==> config.mk <==
export PLATFORM = sky130hd
export DESIGN_NAME = mem
export DESIGN_NICKNAME = d
export VERILOG_FILES = /design/src/cpu_consts.svh /design/src/cpu_pkg.sv /design/src/mem.sv
export SDC_FILE = /design/constraint.sdc
export NUM_CORES = 1
export LEC_CHECK = 0
export BUFFER_PORTS_ARGS = -buffer_cell sky130_fd_sc_hd__buf_2
export CELL_PAD_IN_SITES_DETAIL_PLACEMENT = 0
export CELL_PAD_IN_SITES_GLOBAL_PLACEMENT = 1
export CORE_MARGIN = 10
export CORE_UTILIZATION = 17
export DETAILED_ROUTE_END_ITERATION = 7
export PLACE_DENSITY_LB_ADDON = 0.05
export SLEW_MARGIN = 10
export SYNTH_ARGS = -nofsm -noshare
export SYNTH_HDL_FRONTEND = slang
export SYNTH_SLANG_ARGS = --single-unit
==> constraint.sdc <==
create_clock -name vclk -period 2.1
set_clock_uncertainty 0.05 [all_clocks]
set_input_delay 0.42 -clock vclk [all_inputs]
set_output_delay 0.42 -clock vclk [all_outputs]
set_load 0.02 [all_outputs]
==> src/cpu_consts.svh <==
`ifndef CPU_CONSTS_SVH
`define CPU_CONSTS_SVH

// Word-address bits of the data RAM
`define RAM_ADDR_BITS 8

// Number of 32-bit words
`define RAM_DEPTH (1 << `RAM_ADDR_BITS)

// Lowest byte-address bit that selects a word
`define RAM_WORD_LSB 2

`endif

==> src/cpu_pkg.sv <==
package cpu_pkg;

  // Bus widths
  parameter int RegBusWidth   = 32;
  parameter int DataWidth     = 32;
  parameter int Func3BusWidth = 3;

  // Strobe levels
  parameter logic ReadEnable   = 1'b1;
  parameter logic ReadDisable  = 1'b0;
  parameter logic WriteEnable  = 1'b1;
  parameter logic WriteDisable = 1'b0;

  parameter logic [RegBusWidth-1:0] ZeroWord = 32'h0000_0000;

  // Store funct3 codes
  typedef enum logic [Func3BusWidth-1:0] {
    OP_SB = 3'b000,
    OP_SH = 3'b001,
    OP_SW = 3'b010
  } store_op_e;

  // Load funct3 codes, bit 2 marks the unsigned forms
  typedef enum logic [Func3BusWidth-1:0] {
    OP_LB  = 3'b000,
    OP_LH  = 3'b001,
    OP_LW  = 3'b010,
    OP_LBU = 3'b100,
    OP_LHU = 3'b101
  } load_op_e;

  // Request from the memory stage to the data RAM
  typedef struct packed {
    logic                   rd;     // Read strobe
    logic                   wr;     // Write strobe
    logic [DataWidth/8-1:0] be;     // Lane i covers wdata[8i+7:8i]
    logic [RegBusWidth-1:0] addr;   // Byte address
    logic [DataWidth-1:0]   wdata;  // Already shifted onto its lanes
  } mem_req_t;

  // Load context, carried alongside the RAM read
  typedef struct packed {
    logic [Func3BusWidth-1:0] func3;
    logic [1:0]               offset;  // Byte offset within the word
  } load_tag_t;

endpackage

==> src/mem.sv <==
`timescale 1ns/10ps

module mem
  import cpu_pkg::*;
(
  input  logic                     memrd_i,
  input  logic                     memwr_i,
  input  logic [  RegBusWidth-1:0] wreg_data_i,  // Computed address
  input  logic [  RegBusWidth-1:0] wdata_i,
  input  logic [Func3BusWidth-1:0] func3_i,

  output mem_req_t                 req_o,
  output load_tag_t                tag_o
);

  logic [RegBusWidth-1:0] memaddr;

  assign memaddr = wreg_data_i;

  always_comb begin
    // Idle request is all zeros
    req_o.rd    = ReadDisable;
    req_o.wr    = WriteDisable;
    req_o.be    = {WriteDisable, WriteDisable, WriteDisable, WriteDisable};
    req_o.addr  = ZeroWord;
    req_o.wdata = ZeroWord;
    tag_o       = '0;

    if (memrd_i == ReadEnable && memwr_i == WriteDisable) begin  // Load
      req_o.rd     = ReadEnable;
      req_o.addr   = memaddr;
      tag_o.func3  = func3_i;
      tag_o.offset = memaddr[1:0];
    end else if (memrd_i == ReadDisable && memwr_i == WriteEnable) begin  // Store
      req_o.wr   = WriteEnable;
      req_o.addr = memaddr;
      case (func3_i)
        OP_SW: begin
          req_o.be    = {WriteEnable, WriteEnable, WriteEnable, WriteEnable};
          req_o.wdata = wdata_i;
        end
        OP_SH: begin
          // Address bit 0 is ignored for halfwords
          if (memaddr[1]) begin
            req_o.be    = {WriteEnable, WriteEnable, WriteDisable, WriteDisable};
            req_o.wdata = {wdata_i[15:0], 16'b0};
          end else begin
            req_o.be    = {WriteDisable, WriteDisable, WriteEnable, WriteEnable};
            req_o.wdata = {16'b0, wdata_i[15:0]};
          end
        end
        OP_SB: begin
          case (memaddr[1:0])
            2'b00: begin
              req_o.be    = {WriteDisable, WriteDisable, WriteDisable, WriteEnable};
              req_o.wdata = {24'b0, wdata_i[7:0]};
            end
            2'b01: begin
              req_o.be    = {WriteDisable, WriteDisable, WriteEnable, WriteDisable};
              req_o.wdata = {16'b0, wdata_i[7:0], 8'b0};
            end
            2'b10: begin
              req_o.be    = {WriteDisable, WriteEnable, WriteDisable, WriteDisable};
              req_o.wdata = {8'b0, wdata_i[7:0], 16'b0};
            end
            default: begin
              req_o.be    = {WriteEnable, WriteDisable, WriteDisable, WriteDisable};
              req_o.wdata = {wdata_i[7:0], 24'b0};
            end
          endcase
        end
        default: begin
          // Unknown funct3 writes nothing
          req_o.be    = {WriteDisable, WriteDisable, WriteDisable, WriteDisable};
          req_o.wdata = wdata_i;
        end
      endcase
    end
  end

endmodule

**After elaboration in Yosys (flattened, before gate mapping)**

Cells that the tools add are included.

- Equal/unequal tests: 4
- Multiplexer cells: 12
- Bitwise operators: 2
- Reductions and logical operators: 4

Operators by type and width:

| kind | number |
|---|---|
| $mux 32 | 3 |
| $pmux 32 s3 | 1 |
| $mux 69 | 1 |
| $pmux 32 s2 | 1 |
| $pmux 4 s3 | 2 |
| $mux 5 | 2 |
| $mux 4 | 1 |
| $eq 3x1->1 const B | 1 |
| $eq 3x2->1 const B | 1 |
| $logic_not 3->1 | 1 |
| $eq 2x1->1 const B | 1 |
| $eq 2x2->1 const B | 1 |
| $logic_and 1x1->1 | 2 |
| $logic_not 2->1 | 1 |
| $not 1->1 | 2 |
| $mux 1 | 1 |

- Register bits after elaboration: 0

**Depth between registers and ports, before layout**

- Depth in word-level cells: 5
- Gate-level depth with buffers: 6
- Depth with buffers taken out: 4

**Worst setup path before layout**

No wires, ideal clock.

- Path kind: input port to output port
- From: input func3_i[0]
- To: output req_o[10] (netlist bit)
- Buffers on the path: 1
- Arrival: 1560 ps
- Stages on the path: 4
- Path slack: 70 ps
- Cell sequence: clkbuf_2 -> or2b_4 -> nor4_4 -> a22o_1

RTL lines:

| item | RTL line | text |
|---|---|---|
| start, declared | mem.sv:10 | `input logic [Func3BusWidth-1:0] func3_i,` |
| end, declared | mem.sv:12 | `output mem_req_t req_o,` |

==> run summary <==
routability cong. - 0.759
critical path arrival - 1580 ps
Vias/cell - 4.20
First DRT Iteration DRCs - 68
multi-input logic area - 821 sq um
CP delay by family, top - simple AND/OR/NAND/NOR gates
number of nets with antenna violations after routing - 0
drt drc - 0
CP Class - in -> out
Leak - 1.09 nW
final setup fails - 0
post-DR wirelength/cell - 15.8 um
DRT Pass-1 Iters - 4
Hold EP - req_o[54]
Hold Crit Depth - 3
CP max-delay cell - or2b_4
Cells after DPL - 360
register area share after synthesis - 0%
DP HPWL - 5.03 mm
worst vdd ir - 80.8 uV
Worst Hold Launch - wreg_data_i[22]
unique cell type count in the Yosys netlist - 31
critical path required time - 1630 ps
minimum clock period - 2050 ps
All-Layer GR Usage - 11.8%
Critical Path Sink Type - output pin
clock buffers - 0
vias in the first global route - 1621
slack of the critical path - 53.5 ps
WL final - 5.70 mm
Tot Pwr - 0.000401 W
Startpoint Class - input pin
Initial Util - 17.6%
PD cells - 220 mW/mm^2
Sequential cell area - 0 sq um
# Max-Cap Violations - 0
Layout Nets - 362
sequential cell count - 0
first-pass GRT wire length - 8.53 mm
die area - 0.00859 sq mm
worst path bufs/invs - 3
worst slack, placed - -33.2 ps
DP Area - 0.00180 sq mm
Vias - 1517
Buffers on Ports - 144
Post-Syn Nets - 205
Placeable Area - 0.00511 sq mm
Mapped Area - 898 sq um
largest net degree at the start of global routing - 33
final hold vios - 0
most frequent cells in the layout - buf_2 (140), and2_1 (36), buf_4 (28), a21oi_1 (11), nand2_1 (9)
FILL cells - 614
FP Rows - 26
status - complete, no violations
actual slew at the worst max-slew pin - 405 ps
f_max - 489 MHz
CP dominant cell by count - buf_2
Syn Area/Cell - 6.61 sq um
I/O pin cnt - 144
CP Max Fanout - 6
max-slew violations - 0
Die X - 92.7 um
Period Utilization, post-route - 97.5%
CP Cell Sequence - buf_2 > or2b_4 > nor4_4 > buf_4 > a22o_1 > buf_2
initial antenna violation count - 0
final instance area - 0.00183 sq mm
YS warnings - 0
n_diodes - 0
Min-Delay Path Class - in -> out
Die Ht - 92.7 um
Overflow after GRT - 0
layout cell share with drive strength beyond 1 - 62.9%
Max stage delay on crit path - 290 ps
Synth Instances - 136
leading cell type in the layout, fill and taps excluded - buf_2
Rel. slew slack - 73.0%
area grow syn2layout - 103%
Final Non-Filler Cells - 361
==> how the worst max path moves through the flow <==
stage	startpoint	to	slack (ps)	depth (start not counted)
after global placement	func3_i[1]	req_o[24]	-20	6
final	func3_i[0]	req_o[11]	50	6
after floorplan	func3_i[0]	req_o[10]	70	4
after CTS	func3_i[0]	req_o[12]	20	6
after detailed placement	func3_i[1]	req_o[28]	-30	6
after global routing	func3_i[0]	req_o[11]	-6	6
==> cell families after synthesis <==
group	after synthesis	share of synthesized area (%)
AND/OR/NAND/NOR	88	63.9
AO/OA/AOI/OAI	33	26.6
buffers and inverters	15	9.47
==> layout make-up <==
type | count | area share (%)
timing repair buffer | 168 | 49.9
inverter | 2 | 0.411
multi-input combinational | 121 | 44.9
tap | 70 | 4.79
==> timing repair <==
item / 4_1_cts / 5_1_grt
buffers inserted: 0 / 1
hold buffers: 0 / 0
setup endpoints to repair: 6 / 10
gates resized for setup: 1 / 5
==> power breakdown <==
group | internal, W | leakage (nW) | switching, W | total, W
Combinational | 0.000171 | 1.09 | 0.000230 | 0.000401
Clock | 0 | 0 | 0 | 0
Sequential | 0 | 0 | 0 | 0
Total | 0.000171 | 1.09 | 0.000230 | 0.000401
==> synthesized netlist by cell type <==
master | count | area [sq um]
nor2_1 | 4 | 15.0
or2_2 | 1 | 6.26
o21ai_0 | 2 | 10.0
a211oi_1 | 1 | 7.51
or2_1 | 1 | 6.26
and3_1 | 1 | 6.26
a21oi_1 | 11 | 55.1
and2_1 | 36 | 225
nor4_4 | 2 | 42.5
clkbuf_2 | 1 | 5.00
and3_2 | 5 | 37.5
buf_4 | 1 | 7.51
clkbuf_1 | 7 | 26.3
and2_2 | 1 | 7.51
a22o_1 | 8 | 70.1
a221o_1 | 6 | 60.1
a21oi_2 | 1 | 8.76
inv_1 | 2 | 7.51
nor2b_1 | 4 | 25.0
nand4_1 | 8 | 50.1
nand3_1 | 4 | 20.0
nor3b_1 | 8 | 60.1
buf_6 | 3 | 33.8
o21a_1 | 2 | 15.0
buf_2 | 1 | 5.00
nand2b_1 | 1 | 6.26
nor4_2 | 1 | 12.5
nand2b_2 | 1 | 8.76
or2b_4 | 1 | 11.3
nand2_1 | 9 | 33.8
a31oi_1 | 2 | 12.5
==> metal layers <==
layer	routed length (um)	part of all wire, %	up-vias	track usage (%)
met4	34	0.60	0	0.643
met3	693	12	2	5.73
met2	2800	49	71	22.0
met1	2180	38	644	12.3
met5	0	0	-	0
li1	-	-	800	-
==> per-stage QoR <==
stage          utilization, %  hold slack, ps  TNS, ps
3_5_place_dp             35.3            1110     -130
3_3_place_gp             35.3            1110    -80.9
5_1_grt                  35.8            1130    -9.60
2_1_floorplan               -             895        0
4_1_cts                  35.3            1110        0
6_report                 35.8            1110        0
No activity file was read; power rests on OpenSTA's default activity.
