===== src/cpu_consts.svh =====
`ifndef CPU_CONSTS_SVH
`define CPU_CONSTS_SVH

// Word-address bits of the data RAM
`define RAM_ADDR_BITS 8

// Number of 32-bit words
`define RAM_DEPTH (1 << `RAM_ADDR_BITS)

// Lowest byte-address bit that selects a word
`define RAM_WORD_LSB 2

`endif


===== src/cpu_pkg.sv =====
package cpu_pkg;

  // Bus widths
  parameter int RegBusWidth   = 32;
  parameter int DataWidth     = 32;
  parameter int Func3BusWidth = 3;

  // Strobe levels
  parameter logic ReadEnable   = 1'b1;
  parameter logic ReadDisable  = 1'b0;
  parameter logic WriteEnable  = 1'b1;
  parameter logic WriteDisable = 1'b0;

  parameter logic [RegBusWidth-1:0] ZeroWord = 32'h0000_0000;

  // Store funct3 codes
  typedef enum logic [Func3BusWidth-1:0] {
    OP_SB = 3'b000,
    OP_SH = 3'b001,
    OP_SW = 3'b010
  } store_op_e;

  // Load funct3 codes, bit 2 marks the unsigned forms
  typedef enum logic [Func3BusWidth-1:0] {
    OP_LB  = 3'b000,
    OP_LH  = 3'b001,
    OP_LW  = 3'b010,
    OP_LBU = 3'b100,
    OP_LHU = 3'b101
  } load_op_e;

  // Request from the memory stage to the data RAM
  typedef struct packed {
    logic                   rd;     // Read strobe
    logic                   wr;     // Write strobe
    logic [DataWidth/8-1:0] be;     // Lane i covers wdata[8i+7:8i]
    logic [RegBusWidth-1:0] addr;   // Byte address
    logic [DataWidth-1:0]   wdata;  // Already shifted onto its lanes
  } mem_req_t;

  // Load context, carried alongside the RAM read
  typedef struct packed {
    logic [Func3BusWidth-1:0] func3;
    logic [1:0]               offset;  // Byte offset within the word
  } load_tag_t;

endpackage


===== src/load_align.sv =====
`timescale 1ns/10ps

module load_align
  import cpu_pkg::*;
(
  input  logic                   clk_i,
  input  logic                   rst_i,
  input  logic                   rd_i,
  input  load_tag_t              tag_i,
  input  logic [DataWidth-1:0]   rdata_i,
  output logic [RegBusWidth-1:0] load_data_o,
  output logic                   load_valid_o
);

  load_tag_t   tag_q;
  logic        valid_q;
  logic [7:0]  byte_sel;
  logic [15:0] half_sel;

  // Valid follows the read strobe by one cycle
  always_ff @(posedge clk_i) begin
    if (rst_i) begin
      valid_q <= 1'b0;
    end else begin
      valid_q <= rd_i;
    end
  end

  // Captured on the same edge the RAM samples the read
  always_ff @(posedge clk_i) begin
    if (rd_i) begin
      tag_q <= tag_i;
    end
  end

  assign byte_sel = rdata_i[{tag_q.offset, 3'b000} +: 8];
  assign half_sel = rdata_i[{tag_q.offset[1], 4'b0000} +: 16];  // Offset bit 0 ignored

  always_comb begin
    case (tag_q.func3)
      OP_LB: begin
        load_data_o = {{(RegBusWidth - 8){byte_sel[7]}}, byte_sel};
      end
      OP_LBU: begin
        load_data_o = {{(RegBusWidth - 8){1'b0}}, byte_sel};
      end
      OP_LH: begin
        load_data_o = {{(RegBusWidth - 16){half_sel[15]}}, half_sel};
      end
      OP_LHU: begin
        load_data_o = {{(RegBusWidth - 16){1'b0}}, half_sel};
      end
      OP_LW: begin
        load_data_o = rdata_i;
      end
      default: begin
        load_data_o = rdata_i;  // Raw word for undefined funct3
      end
    endcase
  end

  assign load_valid_o = valid_q;

endmodule


===== config.mk =====
export PLATFORM = sky130hd
export DESIGN_NAME = load_align
export DESIGN_NICKNAME = d
export VERILOG_FILES = /design/src/cpu_consts.svh /design/src/cpu_pkg.sv /design/src/load_align.sv
export SDC_FILE = /design/constraint.sdc
export NUM_CORES = 1
export LEC_CHECK = 0
export BUFFER_PORTS_ARGS = -buffer_cell sky130_fd_sc_hd__buf_2
export CORE_ASPECT_RATIO = 0.6
export CORE_MARGIN = 2
export CORE_UTILIZATION = 34
export DETAILED_ROUTE_END_ITERATION = 10
export GPL_ROUTABILITY_DRIVEN = 0
export PLACE_DENSITY_LB_ADDON = 0.2
export SYNTH_ARGS = -nofsm -noshare
export SYNTH_HDL_FRONTEND = slang
export SYNTH_SLANG_ARGS = --single-unit
export TNS_END_PERCENT = 10

===== constraint.sdc =====
create_clock -name clk_i -period 2.3 [get_ports clk_i]
set_input_delay 0.345 -clock clk_i [delete_from_list [all_inputs] [get_ports clk_i]]
set_output_delay 0.345 -clock clk_i [all_outputs]
set_load 0.05 [all_outputs]

=== Word-level counts from Yosys, hierarchy flattened ===
Index checks and enable logic that the tools add are counted.
W data, S select, Z words.

* Shift-type cells: 2
* Mux-type cells: 1
* Equal/unequal tests: 3
* Reduce and logical (&&, ||, !) cells: 1

{| class="wikitable"
|+ Operators with widths
! kind !! count
|-
| $pmux W32 S4 || 1
|-
| $shiftx A32 B6 Y16 || 1
|-
| $shiftx A32 B6 Y8 || 1
|-
| $eq A3 B3 Y1 const B || 2
|-
| $eq A3 B1 Y1 const B || 1
|-
| $logic_not A3 Y1 || 1
|}

* Logic and storage cells: 10
* Output and inout bits: 33
* Register bits: 6

=== Logic depth before layout (Yosys ltp) ===
Gate-level depths: netlist of run 1.

* Depth after elaboration: 2
* Depth in mapped cells: 5
* Depth with buffers taken out: 3

=== Worst setup path after synthesis of run 1 ===
Ideal clock, no wire load.

* Path kind: flip-flop to output port
* Start point: reg tag_q[3] (netlist bit)
* End point: out load_data_o[13]
* Buffers on the path: 2
* Stages on the path, launching flop included: 5
* Path slack: 0.088 ns
* Required time: 1.955 ns
* Arrival: 1.867 ns
* Path through: edfxtp_1 buf_2 or2_2 clkbuf_1 o221ai_1

* Cells in the longest elaborated chain, start to end: 2
* Elaborated cells between the ends (all ways): 5
* Those cells by class: eq/ne: 3; mux: 1; reduce/logical: 1

{| class="wikitable"
|+ Ends and longest elaborated chain
! element !! RTL line !! source
|-
| from (decl) || load_align.sv:15 || <nowiki>load_tag_t tag_q;</nowiki>
|-
| from (signal assigned) || load_align.sv:32 || <nowiki>tag_q <= tag_i;</nowiki>
|-
| $eq A3 B3 Y1 (tied with other cells) || load_align.sv:40 || <nowiki>case (tag_q.func3)</nowiki>
|-
| $pmux W32 S4 (*) || load_align.sv:40 ||
|-
| to (decl) || load_align.sv:11 || <nowiki>output logic [RegBusWidth-1:0] load_data_o,</nowiki>
|}

Every way passes the cells marked *; elsewhere a longest branch is shown, timed or not.

=== Worst setup path after layout of run 1 ===
* Start point: reg tag_q[1] (netlist bit)
* End point: out load_data_o[29]

* Cells in the longest elaborated chain, start to end: 2
* Elaborated cells between the ends (all ways): 3
* Those cells by class: shift: 2; mux: 1

{| class="wikitable"
|+ Ends and longest elaborated chain
! element !! RTL line
|-
| $shiftx A32 B6 Y16 / $shiftx A32 B6 Y8 (equally long branches) || load_align.sv:37, load_align.sv:36
|-
| $pmux W32 S4 (*) || load_align.sv:40
|}

Marked as above.

==> results_dict.tcl, run 1 <==
set metrics [dict create \
    fmax_mhz 447 \
    via_count 1328 \
    ir_drop_mv 0.384 \
    synth_seq_area_share_pct 16.9 \
    cp_top_family "buffers and inverters" \
    path_max_fanout 13 \
    grt_start_max_net_pins 38 \
    synth_area_per_cell_um2 8.11 \
    drt_wl_total_mm 3.57 \
    leakage_nw 0.802 \
    run_status "completed" \
    end_kind "output pin" \
    rows 15 \
    fill_cells 302 \
    yosysWarnings 0 \
    hold_path.class "in2reg" \
    crit_buf_inv 3 \
    ys_top_cells_by_area "edfxtp_1 15%, o211ai_2 12%, mux2i_1 10%" \
    syn_inst 124 \
    multi_input_area_um2 788 \
    regArea_um2 170 \
    rsz0062_at_grt "true" \
    cp-start-kind "register" \
    setup_ws_ns 0.0650 \
    io_pins 73 \
    nNetsFinal 245 \
    cp.required_ns 1.96 \
    synth_common_cells "24 x nand2_1, 10 x mux2i_1, 10 x o211ai_2" \
    cp.arrival_ns 1.89 \
    power.density_mw_per_mm2 591 \
    area_growth_pct 57.0 \
    initial_utilization_pct 35.3 \
    synth_most_common_cell "nand2_1" \
    hold_viol 0 \
    overflow 0 \
    gr-usage-met2_pct 35.2 \
    ctsLongestPathBuffers 2 \
    worstMarginPinSlew_ns 0.441 \
    ctsHoldBuffers 0 \
    ys.flop_type "edfxtp_1" \
    path_class "reg2out" \
    core_mm2 0.00285 \
    mappedNetlistArea_mm2 0.00101 \
    setup_viol 0 \
    max_slew_margin_pct 70.5 \
    tritoncts "done" \
    finalInstanceArea_mm2 0.00158 \
    synth_cell_types 32 \
    grtUsageTotal_pct 21.9 \
    top_usage_layer "met2" \
    port_buffers 72 \
    drv_cap 0 \
    die-width_um 74.2 \
    htree_levels 1 \
    min_period_ns 2.24 \
    dieArea_mm2 0.00342 \
    synth_top_area_share_pct 14.9 \
    wl_per_cell_um 14.5 \
    cpPeakStageDelay_ns 0.46 \
    die_y_um 46.1 \
    ant_nets 0 \
    post-route-period-util_pct 97.2 \
    clock_sinks 6 \
    drtIter0Drc 59 \
    cts_root_buffer "clkbuf_8" \
    place_ws_ns -0.180 \
    met3_usage_pct 4.16 \
    synth_seq_cells 6 \
    synth_nets 164 \
    grt_pass1_wl_mm 5.75 \
    placed_area_mm2 0.00144 \
    remaining_drc_errors 0 \
    cp_cell_sequence "buf_4 -> mux2i_1 -> or4_4 -> buf_6 -> o211ai_2 -> buf_2" \
    total_power_uw 932 \
    synth_area_leader_cell "edfxtp_1" \
    grtUsageMet1_pct 31.0 \
    viasPerCell 5.40 \
    synth-edff-count 5 \
    hpwl_mm 2.70 \
    grt_pass1_vias 1236 \
    numCtsBuffers 3 \
    slew_violations 0 \
    async_reset_ff_share_pct 0 \
    dr.pass1.iters 4 \
    clk_pin_slew_ns 0.03 \
    crit_path_top_delay_cell "or4_4" \
    diodes 0 \
    grt_antenna_before_repair 0 \
    final_layout_size_suffix_gt1_share_pct 54.4 \
]
-- final cells by class --
cell class	count	area share (%)
inverters	2	0.475
flip-flops and latches	6	10.8
clock buffers	4	2.85
well taps	42	3.33
multi-input cells	104	49.9
repair buffers	88	32.6
-- registers in the layout (all words and copies together) (netlist names) --
signal,flops
load_valid_o,1
tag_q,5
-- through the flow --
stage / hold WS [ns] / std cells / util (%) / TNS [ns]
finish: 0.283 / 246 / 55.4 / 0
global route: 0.282 / 246 / 55.4 / -0.0283
CTS: 0.278 / 245 / 54.5 / 0
detailed placement: 0.507 / 238 / 50.6 / -2.33
global placement: 0.503 / 238 / 50.6 / -0.931
floorplan: 0.417 / 124 / - / 0
-- cell families after synthesis --
group,Yosys count,share of synthesized area [%]
buf+inv,15,7.96
simple gates,44,20.6
mux,12,12.2
compound gates,47,42.3
flops,6,16.9
-- metal layers --
metal / part of all wire [%] / vias up / wire [um]
met4: 0.92 / 0 / 33
met2: 45 / 60 / 1610
met1: 47 / 616 / 1690
li1: - / 648 / -
met3: 6.8 / 4 / 243
met5: 0 / - / 0
-- what timing repair did --
action	4_1_cts	5_1_grt
gates cloned	1	0
endpoints found under the hold margin	0	0
setup buffers	2	1
gates resized for setup	15	3
setup endpoints to repair	20	17
pin swaps	2	2
-- where the power goes --
part | internal (mW) | leakage, nW | switching (mW)
Combinational | 0.198 | 0.722 | 0.435
Clock | 0.119 | 0.0228 | 0.0463
Sequential | 0.128 | 0.0573 | 0.00581
-- final timing paths --
check                 from         endpoint  slack [ns]  depth (start not counted)
setup / recovery  tag_q[1]  load_data_o[29]        0.06                          6
hold / removal       rst_i     load_valid_o        0.28                          2
-- layout by cell type, fill, tap and decap left out --
master and count:
a221oi_4 1, clkbuf_8 3, o211ai_2 10, buf_4 25, a21oi_1 1, clkbuf_1 1, and3_1 2, edfxtp_1 5
or3b_1 1, o211ai_1 6, a22oi_2 2, nor2b_1 5, buf_6 2, buf_2 61, dfxtp_1 1, or2_4 1
and2_1 2, nor2_1 6, o221ai_1 4, and4b_1 1, mux2i_1 10, o22a_1 1, a21o_1 5, a221o_1 6
or4_4 1, nand2_1 24, a311oi_1 1, inv_2 2, mux2_2 2, o2bb2ai_1 2, a22oi_1 4, o21ai_1 5
nand2b_2 1
(Power assumes the default switching activity.)
==> run 2: changes to the inputs <==
RECOVER_POWER = 25   (was not set)
TNS_END_PERCENT = 20   (was 10)
clock period = 2 ns   (was 2.3 ns; I/O delays follow)
==> results_dict.tcl, run 2 (synthesis results as in run 1) <==
set metrics [dict create \
    run_status "finished with violations" \
    violations "setup timing" \
    fmax_mhz 483 \
    rows 15 \
    placedCellCount 237 \
    drv_cap 0 \
    regMostFlops "tag_q" \
    p_sw_uw 568 \
    dieArea_mm2 0.00342 \
    grt_start_max_net_pins 29 \
    grt_pass1_wl_mm 5.29 \
    grt_antenna_before_repair 0 \
    via_count 1288 \
    cts_root_buffer "clkbuf_8" \
    drt_wl_total_mm 3.53 \
    core_mm2 0.00285 \
    holdWs_ns 0.226 \
    io_pins 73 \
    area_growth_pct 63.9 \
    htree_levels 1 \
    nNetsFinal 241 \
    viasPerCell 5.32 \
    seqPwrFrac_pct 13.9 \
    cp-start-kind "register" \
    wl_per_cell_um 14.6 \
    comb_power_share_pct 68.4 \
    slew_violations 0 \
    fill_cells 283 \
    remaining_drc_errors 0 \
    final_layout_size_suffix_gt1_share_pct 57.0 \
    setup_viol 29 \
    path_max_fanout 16 \
    switching_share_pct 50.8 \
    setup.worst_path.end "load_data_o[19]" \
    end_kind "output pin" \
    max_slew_margin_pct 75.9 \
    tritoncts "done" \
    post-route-period-util_pct 103 \
    min_period_ns 2.07 \
    die-width_um 74.2 \
    setup_ws_ns -0.0697 \
    grt_pass1_vias 1136 \
    clk_pin_slew_ns 0.04 \
    diodes 0 \
    tns_ns -1.38 \
    dr.pass1.iters 4 \
    initial_utilization_pct 35.3 \
    final_cell_mix "44 x buf_2, 28 x buf_4, 24 x nand2_1" \
    hold_path.class "in2reg" \
    p_clk_share_pct 17.6 \
    ctsHoldBuffers 0 \
    final-instance-count-excl-fill 242 \
    ant_nets 0 \
    ir_drop_mv 0.528 \
    hpwl_mm 2.62 \
    drtIter0Drc 66 \
    startpoint "tag_q[3]" \
    cp.arrival_ns 1.77 \
    path_class "reg2out" \
    hold_viol 0 \
    rsz0062_at_grt "true" \
    ctsLongestPathBuffers 2 \
    overflow 0 \
    power.density_mw_per_mm2 679 \
    port_buffers 72 \
    grtUsageTotal_pct 20.0 \
    cp.required_ns 1.70 \
    leakage_nw 0.826 \
    clock_sinks 6 \
    worstMarginPinSlew_ns 0.362 \
    fin_util_pct 57.8 \
    internal-power_uw 551 \
    final_common_cell "buf_2" \
    numCtsBuffers 3 \
    largest_reg_flops 5 \
    die_y_um 46.1 \
]
## run 2: final cells by class
type	instances	area [um^2]	area share (%)
timing repair buffer	85	587	35.6
clock buffer	4	45.0	2.73
inverter	2	7.51	0.455
multi-input combinational	103	787	47.7
sequential	6	170	10.3
tap	42	52.6	3.19
## run 2: metrics by stage
stage	setup slack, ns	cell area, um^2	power [mW]
floorplan	-0.167	1010	0.665
global placement	0.0386	1450	0.835
detailed placement	-0.00184	1450	0.841
CTS	-0.0689	1620	1.11
global route	-0.128	1650	1.17
finish	-0.0697	1650	1.12
## run 2: worst min path at each step
stage | start | slack [ns] | endpoint | cells past startpoint
after floorplan | rst_i | 0.37 | load_valid_o | 1
after global placement | rst_i | 0.46 | load_valid_o | 2
after detailed placement | rst_i | 0.46 | load_valid_o | 2
after CTS | rst_i | 0.22 | load_valid_o | 2
after global routing | tag_i[0] | 0.24 | tag_q[0] | 1
final | rst_i | 0.23 | load_valid_o | 2
## run 2: timing repair
action	CTS	global route
gates resized for setup	41	9
pin swaps	4	7
setup endpoints to repair	32	32
buffers inserted	1	0
## run 2: power by group through the flow
| stage | Combinational, mW | Clock [mW] | Sequential, mW |
|---|---|---|---|
| after floorplan | 0.508 | 0 | 0.157 |
| after CTS | 0.754 | 0.199 | 0.155 |
| after global placement | 0.679 | 0 | 0.156 |
| after global routing | 0.805 | 0.210 | 0.157 |
| final | 0.766 | 0.198 | 0.156 |
| after detailed placement | 0.685 | 0 | 0.157 |
## run 2: critical path, cell delays in order, from the launching register on
cell and delay [ns]:
edfxtp_1 0.44, or4_4 0.58, buf_12 0.18, o211ai_1 0.11, buf_4 0.23
## run 2: layer usage
metal	routed length, um	global-route usage, %	part of all wire, %	vias to the layer above
li1	-	-	-	633
met1	1670	29.0	47	599
met4	10	3.21	0.28	0
met2	1610	32.5	46	54
met5	0	0	0	-
met3	228	2.63	6.5	2
==> run 3: changes to the inputs <==
BUFFER_PORTS_ARGS = not set   (was -buffer_cell sky130_fd_sc_hd__buf_2)
DONT_BUFFER_PORTS = 1   (was not set)
==> results_dict.tcl, run 3 (synthesis results as in run 1) <==
set metrics [dict create \
    holdWs_ns 0.153 \
    ctsLongestPathBuffers 2 \
    ant_nets 0 \
    clk_pin_slew_ns 0.04 \
    fill_cells 269 \
    viasPerCell 5.85 \
    power.density_mw_per_mm2 695 \
    via_count 1235 \
    port_buffers 0 \
    regMostFlops "tag_q" \
    internal-power_uw 596 \
    slew_violations 0 \
    grt_start_max_net_pins 22 \
    htree_levels 1 \
    run_status "finished with violations" \
    crit_path_top_delay_cell "edfxtp_1" \
    place_ws_ns 0.0228 \
    max_slew_margin_pct 68.2 \
    p_clk_share_pct 16.3 \
    post-route-period-util_pct 104 \
    setup_viol 25 \
    drtIter0Drc 26 \
    diodes 0 \
    cp-start-kind "register" \
    area_growth_pct 67.2 \
    ir_drop_mv 0.403 \
    largest_reg_flops 5 \
    leakage_nw 0.744 \
    hpwl_mm 2.64 \
    violations "setup timing" \
    fmax_mhz 481 \
    dieArea_mm2 0.00342 \
    drv_cap 0 \
    hold_path.class "in2reg" \
    comb_power_share_pct 69.6 \
    cts_root_buffer "clkbuf_8" \
    rows 15 \
    tns_ns -1.24 \
    clock_sinks 6 \
    path_max_fanout 5 \
    placedCellCount 196 \
    final_layout_size_suffix_gt1_share_pct 54.4 \
    final_common_cell "buf_6" \
    overflow 0 \
    core_mm2 0.00285 \
    final-instance-count-excl-fill 211 \
    end_kind "output pin" \
    nNetsFinal 210 \
    cp_cell_sequence "mux2_4 -> a22oi_2 -> buf_6 -> buf_6 -> o211ai_1 -> buf_4" \
    cpPeakStageDelay_ns 0.44 \
    tritoncts "done" \
    rsz0062_at_grt "true" \
    total_power_mw 1.17 \
    p_sw_uw 572 \
    cp.arrival_ns 1.78 \
    die_y_um 46.1 \
    wl_per_cell_um 17.6 \
    drt_wl_total_mm 3.70 \
    initial_utilization_pct 35.3 \
    grt_pass1_vias 1174 \
    path_common_cell "buf_6" \
    path_class "reg2out" \
    worstMarginPinSlew_ns 0.477 \
    io_pins 73 \
    seqPwrFrac_pct 14.1 \
    switching_share_pct 49.0 \
    grt_antenna_before_repair 0 \
    grtUsageTotal_pct 22.1 \
    die-width_um 74.2 \
    remaining_drc_errors 0 \
    grt_pass1_wl_mm 5.75 \
    setup_ws_ns -0.0789 \
    min_period_ns 2.08 \
    cp.required_ns 1.70 \
    dr.pass1.iters 4 \
    final_cell_mix "30 x buf_6, 24 x nand2_1, 21 x buf_4" \
    numCtsBuffers 3 \
    hold_viol 0 \
]
run 3: metal layers:
metal,track usage (%),routed length [um],vias up
met5,0,0,-
met3,5.69,418,0
met1,29.6,1510,601
met4,2.14,0,0
li1,-,-,570
met2,37.9,1770,64
run 3: cell type report:
| class | instances | area, um^2 | share of cell area, % |
|---|---|---|---|
| Clock buffer | 4 | 45.0 | 2.68 |
| Inverter | 2 | 7.51 | 0.446 |
| Multi-Input combinational cell | 103 | 866 | 51.5 |
| Sequential cell | 6 | 170 | 10.1 |
| Tap cell | 42 | 52.6 | 3.13 |
| Timing Repair Buffer | 54 | 541 | 32.1 |
run 3: what timing repair did:
action | CTS | global route
gates resized for setup | 40 | 20
pin swaps | 7 | 6
cloned | 3 | 0
hold buffers | 0 | 0
setup endpoints to repair | 31 | 32
buffers inserted | 6 | 2
run 3: path summary, 6_finish.rpt:
path         endpoint      from  cells after the start  slack (ns)
max   load_data_o[23]  tag_q[0]                      6       -0.08
min      load_valid_o     rst_i                      1        0.15
run 3: critical path, delay by kind of cell, from the launching register on:
kind,cells,cell delay [ns]
flops,1,0.44
compound gates,2,0.27
buf+inv,3,0.48
mux,1,0.36
run 3: metrics by stage:
step                instance area, um^2  util (%)
detailed placement                 1320      46.3
floorplan                          1010         -
global route                       1680      58.9
global placement                   1320      46.3
finish                             1680      58.9
CTS                                1580      55.4
run 3: power by group through the flow:
stage | registers, mW | clock network [mW] | logic, mW
after floorplan | 0.157 | 0 | 0.508
after global placement | 0.164 | 0 | 0.673
after detailed placement | 0.165 | 0 | 0.682
after CTS | 0.163 | 0.194 | 0.774
after global routing | 0.166 | 0.204 | 0.854
final | 0.165 | 0.190 | 0.814
